$ cat config.mk
export PLATFORM = sky130hd
export DESIGN_NAME = pet_main
export DESIGN_NICKNAME = d
export VERILOG_FILES = /design/src/pet_pkg.sv /design/src/address_decode.sv /design/src/bus_timing.sv /design/src/keyboard.sv /design/src/pet_main.sv /design/src/pi_ctl.sv /design/src/pi_sync.sv
export SDC_FILE = /design/constraint.sdc
export NUM_CORES = 1
export LEC_CHECK = 0
export CAP_MARGIN = 20
export CORE_MARGIN = 8
export CORE_UTILIZATION = 65
export CTS_BUF_LIST = sky130_fd_sc_hd__clkbuf_4
export DETAILED_ROUTE_END_ITERATION = 6
export DONT_BUFFER_PORTS = 1
export PLACE_DENSITY_LB_ADDON = 0.08
export SETUP_SLACK_MARGIN = 0.3
export SLEW_MARGIN = 15
export SYNTH_ARGS = -nofsm -noshare
export SYNTH_HDL_FRONTEND = slang
export SYNTH_SLANG_ARGS = --single-unit
$ cat constraint.sdc
create_clock -name clk16 -period 2.6 [get_ports clk16]
set_input_delay 0.13 -clock clk16 [delete_from_list [all_inputs] [get_ports clk16]]
set_output_delay 0.13 -clock clk16 [all_outputs]
set_load 0.01 [all_outputs]
$ cat src/pet_pkg.sv
// Shared phase numbers, address map and register addresses for the PET bus core; use by scoped name
`default_nettype none

package pet_pkg;

    // Bus cycle sequencing
    localparam int unsigned phase_w = 4;                        // 16 phases per 1 MHz cycle

    // Host slot
    localparam logic [phase_w-1:0] ph_pi_first    = 4'd0;
    localparam logic [phase_w-1:0] ph_pi_last     = 4'd3;
    localparam logic [phase_w-1:0] ph_pi_strobe   = 4'd2;       // Host access strobe

    // Video slot
    localparam logic [phase_w-1:0] ph_vid_first   = 4'd4;
    localparam logic [phase_w-1:0] ph_vid_last    = 4'd7;
    localparam logic [phase_w-1:0] ph_vram_strobe = 4'd5;       // Character code fetch
    localparam logic [phase_w-1:0] ph_vrom_strobe = 4'd7;       // Character ROM fetch

    // CPU slot, runs to the end of the cycle
    localparam logic [phase_w-1:0] ph_cpu_first   = 4'd8;
    localparam logic [phase_w-1:0] ph_phi2_first  = 4'd12;      // phi2 high in 12..15

    // Widths
    localparam int unsigned addr_w = 17;                        // Includes upper bank bit
    localparam int unsigned data_w = 8;

    // Address map
    localparam logic [addr_w-1:0] ram_top   = 17'h0_7FFF;
    localparam logic [addr_w-1:0] vram_base = 17'h0_8000;       // Mirrored video RAM
    localparam logic [addr_w-1:0] vram_top  = 17'h0_8FFF;
    localparam logic [addr_w-1:0] rom_base  = 17'h0_9000;       // Read-only for the CPU
    localparam logic [addr_w-1:0] rom_top   = 17'h0_DFFF;
    localparam logic [addr_w-1:0] io_base   = 17'h0_E800;
    localparam logic [addr_w-1:0] io_top    = 17'h0_E8FF;
    localparam logic [addr_w-1:0] pia1_base = 17'h0_E810;       // 16 bytes each
    localparam logic [addr_w-1:0] pia2_base = 17'h0_E820;
    localparam logic [addr_w-1:0] via_base  = 17'h0_E840;

    // Registers inside the I/O page
    localparam logic [addr_w-1:0] kbd_row_base = 17'h0_E800;    // Host loads rows 0..9 here
    localparam logic [addr_w-1:0] reg_gfx      = 17'h0_E80E;    // Graphics jumper status
    localparam logic [addr_w-1:0] reg_ctl      = 17'h0_E80F;    // Bit 0 res_b, bit 1 rdy
    localparam logic [addr_w-1:0] kbd_port_a   = 17'h0_E810;    // PIA1 port A, row select
    localparam logic [addr_w-1:0] kbd_port_b   = 17'h0_E812;    // PIA1 port B, intercepted

    // Keyboard matrix size
    localparam int unsigned kbd_rows = 10;

endpackage

`default_nettype wire

$ cat src/address_decode.sv
// CPU address decoder; turns a system address into chip selects plus read-only and mirror flags
`timescale 1ns/1ps
`default_nettype none

module address_decode (
    input  wire  [pet_pkg::addr_w-1:0] addr,
    output logic                       ram_enable,     // Anything outside the I/O page
    output logic                       io_enable,      // Whole I/O page $E800..$E8FF
    output logic                       pia1_enable,
    output logic                       pia2_enable,
    output logic                       via_enable,
    output logic                       is_readonly,    // ROM images in RAM
    output logic                       is_mirrored     // Video RAM window
);

    logic low_ram;
    logic vram;
    logic rom;
    logic io_page;

    // Range compares against the package map
    assign low_ram = (addr <= pet_pkg::ram_top);
    assign vram    = (addr >= pet_pkg::vram_base) && (addr <= pet_pkg::vram_top);
    assign rom     = (addr >= pet_pkg::rom_base) && (addr <= pet_pkg::rom_top);
    assign io_page = (addr >= pet_pkg::io_base) && (addr <= pet_pkg::io_top);

    // RAM answers everywhere except the I/O page
    assign ram_enable = low_ram || vram || rom ||
                        ((addr > pet_pkg::rom_top) && !io_page);    // Editor/kernal area
    assign io_enable  = io_page;

    // Each peripheral decodes 16 bytes, compare above bit 4
    assign pia1_enable = (addr[pet_pkg::addr_w-1:4] == pet_pkg::pia1_base[pet_pkg::addr_w-1:4]);
    assign pia2_enable = (addr[pet_pkg::addr_w-1:4] == pet_pkg::pia2_base[pet_pkg::addr_w-1:4]);
    assign via_enable  = (addr[pet_pkg::addr_w-1:4] == pet_pkg::via_base[pet_pkg::addr_w-1:4]);

    assign is_readonly = rom;       // CPU writes into ROM area are dropped
    assign is_mirrored = vram;      // A11/A10 forced low by top level

endmodule

`default_nettype wire

$ cat src/bus_timing.sv
// 16-phase bus cycle sequencer; instantiate once per system to get clk8, phi2 and the slot strobes
`timescale 1ns/1ps
`default_nettype none

module bus_timing (
    input  wire  clk16,             // 16 MHz master clock
    input  wire  rst_n,
    output logic clk8,              // High on even phases
    output logic phi2,              // CPU clock, high in 12..15
    output logic cpu_enable,        // CPU slot 8..15
    output logic pi_select,         // Host slot 0..3
    output logic pi_enable,         // Host strobe phase
    output logic video_select,      // Video slot 4..7
    output logic video_ram_strobe,
    output logic video_rom_strobe
);

    // Counter runs one phase ahead of the outputs
    // so every output is a registered decode of the phase about to start
    logic [pet_pkg::phase_w-1:0] phase;

    always_ff @(posedge clk16 or negedge rst_n) begin
        if (!rst_n) begin
            phase            <= pet_pkg::ph_pi_first;   // First phase out is the host slot
            clk8             <= 1'b0;
            phi2             <= 1'b0;
            cpu_enable       <= 1'b0;
            pi_select        <= 1'b0;
            pi_enable        <= 1'b0;
            video_select     <= 1'b0;
            video_ram_strobe <= 1'b0;
            video_rom_strobe <= 1'b0;
        end else begin
            phase <= phase + 1'b1;                      // Wraps at 16

            clk8 <= ~phase[0];                          // Even phase coming up

            // Host slot starts at phase 0, so only the upper bound matters
            pi_select <= (phase <= pet_pkg::ph_pi_last);
            pi_enable <= (phase == pet_pkg::ph_pi_strobe);

            // Video slot
            video_select     <= (phase >= pet_pkg::ph_vid_first) &&
                                (phase <= pet_pkg::ph_vid_last);
            video_ram_strobe <= (phase == pet_pkg::ph_vram_strobe);
            video_rom_strobe <= (phase == pet_pkg::ph_vrom_strobe);

            // CPU slot fills the rest of the cycle
            cpu_enable <= (phase >= pet_pkg::ph_cpu_first);
            phi2       <= (phase >= pet_pkg::ph_phi2_first);    // Second half of CPU slot
        end
    end

endmodule

`default_nettype wire

$ cat src/keyboard.sv
// Keyboard matrix filled by the host; snoops the PIA1 row select and answers CPU reads of port B
`timescale 1ns/1ps
`default_nettype none

module keyboard (
    input  wire                        clk16,
    input  wire                        rst_n,
    input  wire                        pi_write,       // Host write strobe
    input  wire  [pet_pkg::addr_w-1:0] pi_addr,
    input  wire  [pet_pkg::data_w-1:0] pi_wr_data,
    input  wire  [pet_pkg::addr_w-1:0] cpu_addr,
    input  wire  [pet_pkg::data_w-1:0] cpu_wr_data,
    input  wire                        cpu_write,      // phi2 qualified
    input  wire                        cpu_read,       // phi2 qualified
    input  wire                        pia1_enable,    // From decoder, before suppression
    output logic                       kbd_enable,     // Intercepting a port B read
    output logic [pet_pkg::data_w-1:0] kbd_data
);

    logic [pet_pkg::data_w-1:0] rows [pet_pkg::kbd_rows];  // Active-low key bits
    logic [3:0]                 row_sel;                   // PIA1 port A low nibble
    logic [3:0]                 host_row;
    logic                       host_hit;
    logic                       sel_valid;

    // Host writes row N at kbd_row_base + N
    assign host_row = pi_addr[3:0];
    assign host_hit = pi_write &&
                      (pi_addr[pet_pkg::addr_w-1:4] == pet_pkg::kbd_row_base[pet_pkg::addr_w-1:4]) &&
                      (host_row < 4'(pet_pkg::kbd_rows));

    always_ff @(posedge clk16 or negedge rst_n) begin
        if (!rst_n) begin
            for (int i = 0; i < pet_pkg::kbd_rows; i++) begin
                rows[i] <= '1;                  // No key pressed
            end
            row_sel <= 4'd0;
        end else begin
            if (host_hit)
                rows[host_row] <= pi_wr_data;
            if (cpu_write && (cpu_addr == pet_pkg::kbd_port_a))
                row_sel <= cpu_wr_data[3:0];    // Snoop, PIA still takes the write
        end
    end

    // Rows 10..15 do not exist on the matrix
    assign sel_valid = (row_sel < 4'(pet_pkg::kbd_rows));

    // Port B read is answered here instead of by PIA1
    assign kbd_enable = cpu_read && pia1_enable && (cpu_addr == pet_pkg::kbd_port_b);
    assign kbd_data   = sel_valid ? rows[row_sel] : '1;

endmodule

`default_nettype wire

$ cat src/pet_main.sv
// Top level of the PET bus core; ties timing, host access, decoding and keyboard to the board pins
`timescale 1ns/1ps
`default_nettype none

module pet_main (
    input  wire                        clk16,
    input  wire                        rst_n,
    // CPU side
    input  wire  [pet_pkg::addr_w-1:0] cpu_addr,
    input  wire                        cpu_rw_b,       // 1 read, 0 write
    input  wire  [pet_pkg::data_w-1:0] cpu_wr_data,
    // Host side
    input  wire  [pet_pkg::addr_w-1:0] pi_addr,
    input  wire                        pi_rw_b,
    input  wire  [pet_pkg::data_w-1:0] pi_wr_data,
    input  wire                        pi_pending,
    input  wire                        gfx,
    // Video fetcher
    input  wire  [11:0]                video_addr,     // Offset into video RAM
    input  wire  [pet_pkg::data_w-1:0] bus_data_in,
    output logic                       clk8,
    output logic                       phi2,
    output logic                       pi_done,
    output logic [pet_pkg::data_w-1:0] pi_rd_data,
    output logic                       res_b,
    output logic                       cpu_rdy,
    output logic                       cpu_be,         // CPU bus enable
    output logic                       ram_ce_b,
    output logic                       ram_oe_b,
    output logic                       ram_we_b,
    output logic [11:10]               ram_addr,       // Intercepted A11/A10
    output logic                       pia1_cs2_b,
    output logic                       pia2_cs2_b,
    output logic                       via_cs2_b,
    output logic                       io_oe_b,
    output logic                       video_ram_strobe,
    output logic                       video_rom_strobe,
    output logic [pet_pkg::addr_w-1:0] bus_addr,
    output logic                       bus_addr_oe,
    output logic [pet_pkg::data_w-1:0] bus_data_out,
    output logic                       bus_data_oe
);

    logic cpu_enable, pi_select, pi_enable, video_select;
    logic pi_strobe, pi_read, pi_write, cpu_read, cpu_write;
    logic ram_enable, io_enable, pia1_enable, pia2_enable, via_enable;
    logic is_readonly, is_mirrored, kbd_enable;
    logic [pet_pkg::data_w-1:0] kbd_data;

    bus_timing u_timing (
        .clk16(clk16), .rst_n(rst_n), .clk8(clk8), .phi2(phi2), .cpu_enable(cpu_enable),
        .pi_select(pi_select), .pi_enable(pi_enable), .video_select(video_select),
        .video_ram_strobe(video_ram_strobe), .video_rom_strobe(video_rom_strobe)
    );

    pi_sync u_sync (
        .clk16(clk16), .rst_n(rst_n), .pi_select(pi_select), .pi_enable(pi_enable),
        .pi_pending(pi_pending), .pi_done(pi_done), .pi_strobe(pi_strobe)
    );

    address_decode u_decode (
        .addr(cpu_addr), .ram_enable(ram_enable), .io_enable(io_enable),
        .pia1_enable(pia1_enable), .pia2_enable(pia2_enable), .via_enable(via_enable),
        .is_readonly(is_readonly), .is_mirrored(is_mirrored)
    );

    pi_ctl u_ctl (
        .clk16(clk16), .rst_n(rst_n), .pi_write(pi_write), .pi_read(pi_read),
        .pi_addr(pi_addr), .pi_wr_data(pi_wr_data), .bus_data_in(bus_data_in),
        .gfx(gfx), .res_b(res_b), .rdy(cpu_rdy), .pi_rd_data(pi_rd_data)
    );

    keyboard u_kbd (
        .clk16(clk16), .rst_n(rst_n), .pi_write(pi_write), .pi_addr(pi_addr),
        .pi_wr_data(pi_wr_data), .cpu_addr(cpu_addr), .cpu_wr_data(cpu_wr_data),
        .cpu_write(cpu_write), .cpu_read(cpu_read), .pia1_enable(pia1_enable),
        .kbd_enable(kbd_enable), .kbd_data(kbd_data)
    );

    // Access qualifiers
    assign pi_read   = pi_strobe && pi_rw_b;
    assign pi_write  = pi_strobe && !pi_rw_b;
    assign cpu_read  = phi2 && cpu_rw_b;
    assign cpu_write = phi2 && !cpu_rw_b;
    assign cpu_be    = cpu_enable && cpu_rdy;   // CPU floats its bus while halted

    // Chip selects, PIA1 stays off while keyboard answers
    assign pia1_cs2_b = !(pia1_enable && !kbd_enable && cpu_be);
    assign pia2_cs2_b = !(pia2_enable && cpu_be);
    assign via_cs2_b  = !(via_enable && cpu_be);
    assign io_oe_b    = !(io_enable && cpu_be);

    // RAM controls
    assign ram_ce_b = !(pi_select || video_select || (ram_enable && cpu_be));
    assign ram_oe_b = !(pi_read || video_select || (cpu_read && cpu_be));
    assign ram_we_b = !(pi_write || (cpu_write && cpu_be && !is_readonly));

    // Video RAM mirroring on A11/A10
    always_comb begin
        if (pi_select)
            ram_addr = pi_addr[11:10];          // Host sees the whole RAM
        else if (video_select)
            ram_addr = video_addr[11:10];
        else if (is_mirrored)
            ram_addr = 2'b00;                   // CPU VRAM accesses fold to first 1 KB
        else
            ram_addr = cpu_addr[11:10];
    end

    // Address bus, CPU drives it itself in its slot
    assign bus_addr_oe = pi_select || video_select;
    always_comb begin
        if (pi_select)
            bus_addr = pi_addr;
        else if (video_select)
            bus_addr = pet_pkg::vram_base | {5'd0, video_addr};
        else
            bus_addr = cpu_addr;                // Shown only, not driven
    end

    // Data bus, host write data or intercepted keyboard row
    assign bus_data_oe  = pi_write || kbd_enable;
    assign bus_data_out = pi_write ? pi_wr_data : kbd_data;

endmodule

`default_nettype wire

$ cat src/pi_ctl.sv
// Host control register and host read-data latch; holds CPU reset/ready and returns host read data
`timescale 1ns/1ps
`default_nettype none

module pi_ctl (
    input  wire                        clk16,
    input  wire                        rst_n,
    input  wire                        pi_write,       // Host write strobe
    input  wire                        pi_read,        // Host read strobe
    input  wire  [pet_pkg::addr_w-1:0] pi_addr,
    input  wire  [pet_pkg::data_w-1:0] pi_wr_data,
    input  wire  [pet_pkg::data_w-1:0] bus_data_in,    // Data returned from RAM
    input  wire                        gfx,            // Graphics jumper
    output logic                       res_b,          // CPU reset, active low
    output logic                       rdy,            // CPU ready
    output logic [pet_pkg::data_w-1:0] pi_rd_data
);

    wire ctl_hit = (pi_addr == pet_pkg::reg_ctl);
    wire gfx_hit = (pi_addr == pet_pkg::reg_gfx);

    // CPU held in reset and halted until the host lets it go
    always_ff @(posedge clk16 or negedge rst_n) begin
        if (!rst_n) begin
            res_b <= 1'b0;
            rdy   <= 1'b0;
        end else if (pi_write && ctl_hit) begin
            res_b <= pi_wr_data[0];
            rdy   <= pi_wr_data[1];
        end
    end

    // Capture read data on the strobe clock, RAM output is valid then
    always_ff @(posedge clk16) begin
        if (pi_read) begin
            if (gfx_hit)
                pi_rd_data <= {{(pet_pkg::data_w-1){1'b0}}, gfx};   // Jumper in bit 0
            else
                pi_rd_data <= bus_data_in;
        end
    end

endmodule

`default_nettype wire

$ cat src/pi_sync.sv
// Host pending/done handshake; turns one host request into a single strobe inside the host slot
`timescale 1ns/1ps
`default_nettype none

module pi_sync (
    input  wire  clk16,
    input  wire  rst_n,
    input  wire  pi_select,         // Host slot, phases 0..3
    input  wire  pi_enable,         // Strobe phase inside host slot
    input  wire  pi_pending,        // Request from host
    output logic pi_done,           // Request finished, held until pending drops
    output logic pi_strobe          // One access per request
);

    typedef enum logic [1:0] {
        st_idle,                    // Waiting for a request at slot start
        st_granted,                 // Access happens in this slot
        st_done                     // Waiting for host to drop pending
    } state_t;

    state_t state;
    logic   pi_select_q;            // Previous pi_select, finds phase 0

    wire slot_start = pi_select && !pi_select_q;    // First clock of host slot

    always_ff @(posedge clk16 or negedge rst_n) begin
        if (!rst_n) begin
            state       <= st_idle;
            pi_select_q <= 1'b0;
        end else begin
            pi_select_q <= pi_select;
            case (state)
                st_idle:    if (slot_start && pi_pending) state <= st_granted;
                st_granted: if (pi_enable) state <= st_done;    // Done shows in phase 3
                st_done:    if (!pi_pending) state <= st_idle;  // Release one clock later
                default:    state <= st_idle;
            endcase
        end
    end

    assign pi_strobe = (state == st_granted) && pi_enable;
    assign pi_done   = (state == st_done);

endmodule

`default_nettype wire

==> impl_metrics.py <==
metrics = {
    "outcome": {
        "run_status": "complete, no violations",
    },
    "job": {
        "max_cap_violations": 0,
    },
    "floorplanning": {
        "chipHeight_um": 109,
        "fp.dieW_um": 109,
        "design.die.area_sq_um": 11900,
        "fp-row-count": 34,
        "floorplan.io_pins": 128,
        "core_area_sq_um": 8590,
        "initial_standard_cell_utilization_of_the_core": 0.658,
    },
    "grt": {
        "grt_first_pass_wirelength_um": 20500,
        "largest_net_degree_at_the_start_of_global_routing": 101,
        "first_global_vias": 3671,
        "antenna_found_initial": 1,
        "global_route.overflow_total": 0,
        "grt.total_usage": 0.223,
    },
    "cts": {
        "cts_htree_levels": 3,
        "clkSlewWorstSetupHoldPaths_ps": 170,
        "insertion_delay_to_the_later_sink_of_the_worst_skew_pair_ps": 430,
        "cts_inserted_buffers": 9,
        "cts_num_sinks": 108,
        "cts_tree": "built",
        "buffers_from_clock_root_to_sink_at_most": 2,
        "cts-root-buf": "sky130_fd_sc_hd__clkbuf_4",
    },
    "timing": {
        "period_share": 0.901,
        "slew_worst_pin_ps": 739,
        "timing.final.crit_period_ps": 2340,
        "timing.max_slew.rel_slack": 0.504,
        "setup_viol": 0,
        "totalNegativeSetupSlack_ps": 0,
        "fin_worst_skew_ps": 17.2,
        "report.final.hold_viol_count": 0,
        "fmax_mhz": 427,
        "maxSlewViolCount": 0,
        "rsz_0062_raised_after_global_routing": "true",
    },
    "layout": {
        "final_nets": 522,
        "synthToLayoutAreaGrowth_pct": 11.5,
        "stdcell_count": 555,
        "n_fill_cell": 580,
        "final_layout_size_suffix_gt1_frac": 0.584,
        "insertedDiodeCount": 0,
    },
    "route": {
        "num_vias": 3554,
        "routed_via_density": 6.40,
        "drt_pass1_iterations": 4,
        "totalWireLength_um": 13200,
        "drc_errors": 0,
        "drt-initial-drc-count": 219,
        "drt.antenna.violating_nets": 0,
        "wl_per_cell_um": 23.8,
    },
    "placement": {
        "dp.final_hpwl_um": 8860,
        "buffer_ports.inserted": 0,
        "placed_cell_count": 511,
        "gp_routability_congestion": 0.784,
    },
    "yosys": {
        "synth_async_sr_flop_share": 0.926,
        "yosysMostFrequentCell": "sky130_fd_sc_hd__mux2_2",
        "synth-seq-cells": 108,
        "post-synth-top-area-fraction": 0.372,
        "yosysSeqAreaShare": 0.503,
        "synth_top_cells_by_count": "sky130_fd_sc_hd__mux2_2, sky130_fd_sc_hd__dfstp_2, sky130_fd_sc_hd__nand2_1",
        "synthesis.nets": 497,
        "yosys_warnings": 0,
        "top_cells_by_area_in_the_synthesized_netlist": "sky130_fd_sc_hd__dfstp_2, sky130_fd_sc_hd__mux2_2, sky130_fd_sc_hd__dfrtp_1",
        "synthDistinctLibCells": 45,
        "netlist_area_sq_um": 5660,
        "ys_dominant_reg_cell": "sky130_fd_sc_hd__dfstp_2",
        "mean_instance_size_in_the_synthesized_netlist_sq_um": 13.6,
        "synth_top_area_cell": "sky130_fd_sc_hd__dfstp_2",
        "post_synth_inst_count": 417,
        "synth-edff-count": 8,
    },
    "power_and_ir_drop": {
        "pwr-share-comb": 0.057,
        "static_leakage_nw": 2.54,
        "seq_power_share": 0.655,
        "p_int_w": 0.00196,
        "power.net_switching_w": 0.000639,
        "power_density_nw_per_um2": 412,
        "switching_share_of_total_power": 0.245,
        "clock_power_share": 0.288,
        "vdd_ir_drop_max_mv": 0.362,
    },
    "setup_path": {
        "critical_path_peak_fanout": 6,
        "timing.reg2reg.worst_path_depth": 4,
        "critPathLaunchType": "flop",
        "worstSetupPathType": "reg2out",
        "critical_path.endpoint_type": "output port",
        "worst-endpoint-arrival_ps": 2210,
        "critPathRequiredTime_ps": 2470,
    },
    "worst_hold_path": {
        "min_path_cells": 3,
        "worst_hold_path_type": "in2reg",
    },
}
## layout make-up
class,instances,area (sq um),area share
clock buffers,9,67.6,0.0107
clock inverters,7,51.3,0.00813
inverters,6,22.5,0.00357
multi-input cells,278,2760,0.438
flip-flops and latches,108,2850,0.451
well taps,108,135,0.0214
repair buffers,39,424,0.0672
## worst paths after layout
path,startpoint,to,slack [ps]
worst min register to register,u_sync.state[1]$_DFFE_PN0P_,u_sync.state[0]$_DFFE_PN0P_,480
worst max register to register,u_sync.state[1]$_DFFE_PN0P_,u_kbd.rows[19]$_DFFE_PN1P_,410
worst min-delay path,pi_addr[3],u_ctl.res_b$_DFFE_PN0P_,70
worst max-delay path,u_kbd.row_sel[0]$_DFFE_PN0P_,bus_data_out[7],260
min in group asynchronous,rst_n,u_kbd.row_sel[0]$_DFFE_PN0P_,310
max in group asynchronous,rst_n,u_kbd.rows[24]$_DFFE_PN1P_,1920
## power by group through the flow
stage	registers [W]	logic (W)	clock network [W]
after floorplan	0.00173	0.0000717	0
after global placement	0.00173	0.0000669	0
after detailed placement	0.00173	0.0000695	0
after CTS	0.00171	0.000149	0.000783
after global routing	0.00171	0.000161	0.000844
final	0.00171	0.000147	0.000749
## repair_timing
action,CTS,global route
endpoints found under the hold margin,196,0
pin swaps,1,1
endpoints found under the setup margin,9,10
hold buffers,24,0
cloned,1,1
buffers inserted,2,0
gates resized for setup,18,10
## sequential cells by signal, indices dropped and copies added, names as in the netlist
signal                     cells
u_kbd.rows                    80
u_timing.video_select          1
u_ctl.rdy                      1
u_kbd.row_sel                  4
u_timing.video_rom_strobe      1
u_ctl.pi_rd_data               8
u_timing.phase                 4
u_timing.pi_enable             1
u_timing.video_ram_strobe      1
u_ctl.res_b                    1
u_sync.state                   2
u_timing.pi_select             1
u_sync.pi_select_q             1
u_timing.phi2                  1
u_timing.cpu_enable            1
## through the flow
stage / utilization / worst slack [ps] / hold slack, ps / total power [W] / cell area (sq um)
2_1_floorplan: - / 547 / -166 / 0.00180 / 5660
3_3_place_gp: 0.674 / 498 / -156 / 0.00180 / 5790
3_5_place_dp: 0.674 / 463 / -159 / 0.00180 / 5790
4_1_cts: 0.726 / 273 / 44.8 / 0.00264 / 6240
5_1_grt: 0.734 / 166 / 57.5 / 0.00271 / 6310
6_report: 0.734 / 256 / 67.3 / 0.00260 / 6310
## placed cells by master (no fill, tap or decap), types with 2 or more instances in the layout
cell / instances
sky130_fd_sc_hd__clkinv_4: 3
sky130_fd_sc_hd__o22ai_2: 5
sky130_fd_sc_hd__o22ai_1: 3
sky130_fd_sc_hd__and2_1: 6
sky130_fd_sc_hd__clkinv_2: 2
sky130_fd_sc_hd__dlygate4sd3_1: 23
sky130_fd_sc_hd__buf_16: 2
sky130_fd_sc_hd__nor3_1: 2
sky130_fd_sc_hd__nor4_1: 2
sky130_fd_sc_hd__mux4_2: 16
sky130_fd_sc_hd__buf_4: 11
sky130_fd_sc_hd__a311oi_1: 2
sky130_fd_sc_hd__ha_1: 4
sky130_fd_sc_hd__or2_2: 2
sky130_fd_sc_hd__a22o_1: 5
sky130_fd_sc_hd__mux2_4: 2
sky130_fd_sc_hd__or3_1: 2
sky130_fd_sc_hd__nand2_1: 31
sky130_fd_sc_hd__o21ai_0: 14
sky130_fd_sc_hd__and2b_1: 4
sky130_fd_sc_hd__nand2b_1: 5
sky130_fd_sc_hd__nor2b_1: 7
sky130_fd_sc_hd__and3_1: 2
sky130_fd_sc_hd__o21ai_2: 8
sky130_fd_sc_hd__dfrtp_1: 17
sky130_fd_sc_hd__mux2_1: 5
sky130_fd_sc_hd__nand3_1: 4
sky130_fd_sc_hd__a21oi_1: 2
sky130_fd_sc_hd__dfrtp_2: 3
sky130_fd_sc_hd__inv_1: 6
sky130_fd_sc_hd__mux2i_1: 12
sky130_fd_sc_hd__nor2_1: 7
sky130_fd_sc_hd__clkbuf_4: 9
sky130_fd_sc_hd__nand4_1: 4
sky130_fd_sc_hd__or3b_2: 2
sky130_fd_sc_hd__mux2_2: 96
sky130_fd_sc_hd__dfstp_2: 80
sky130_fd_sc_hd__nor4_4: 11
sky130_fd_sc_hd__edfxtp_1: 8
## layer usage
layer	wire length [um]	part of all wire	global-route usage	vias up
met1	5640	0.43	0.300	1833
met4	133	0.010	0.0579	2
met2	6490	0.49	0.356	118
met3	924	0.070	0.0556	16
li1	-	-	-	1585
met5	13	0.00098	0	-
## cell families after synthesis
logic type,Yosys count,share of synthesized area
compound gates,39,0.0409
flops,108,0.503
simple gates,102,0.133
fa+ha+maj,4,0.00885
buf+inv,31,0.0212
mux,131,0.290
xor+xnor,2,0.00310
## worst max-delay path: stages (launching register included)
cell                        delay [ps]
sky130_fd_sc_hd__dfrtp_2           490
sky130_fd_sc_hd__clkbuf_16         190
sky130_fd_sc_hd__mux4_2            490
sky130_fd_sc_hd__mux2_2            300
sky130_fd_sc_hd__o22ai_1           200
sky130_fd_sc_hd__o21ai_2           110
(Power assumes the default switching activity.)
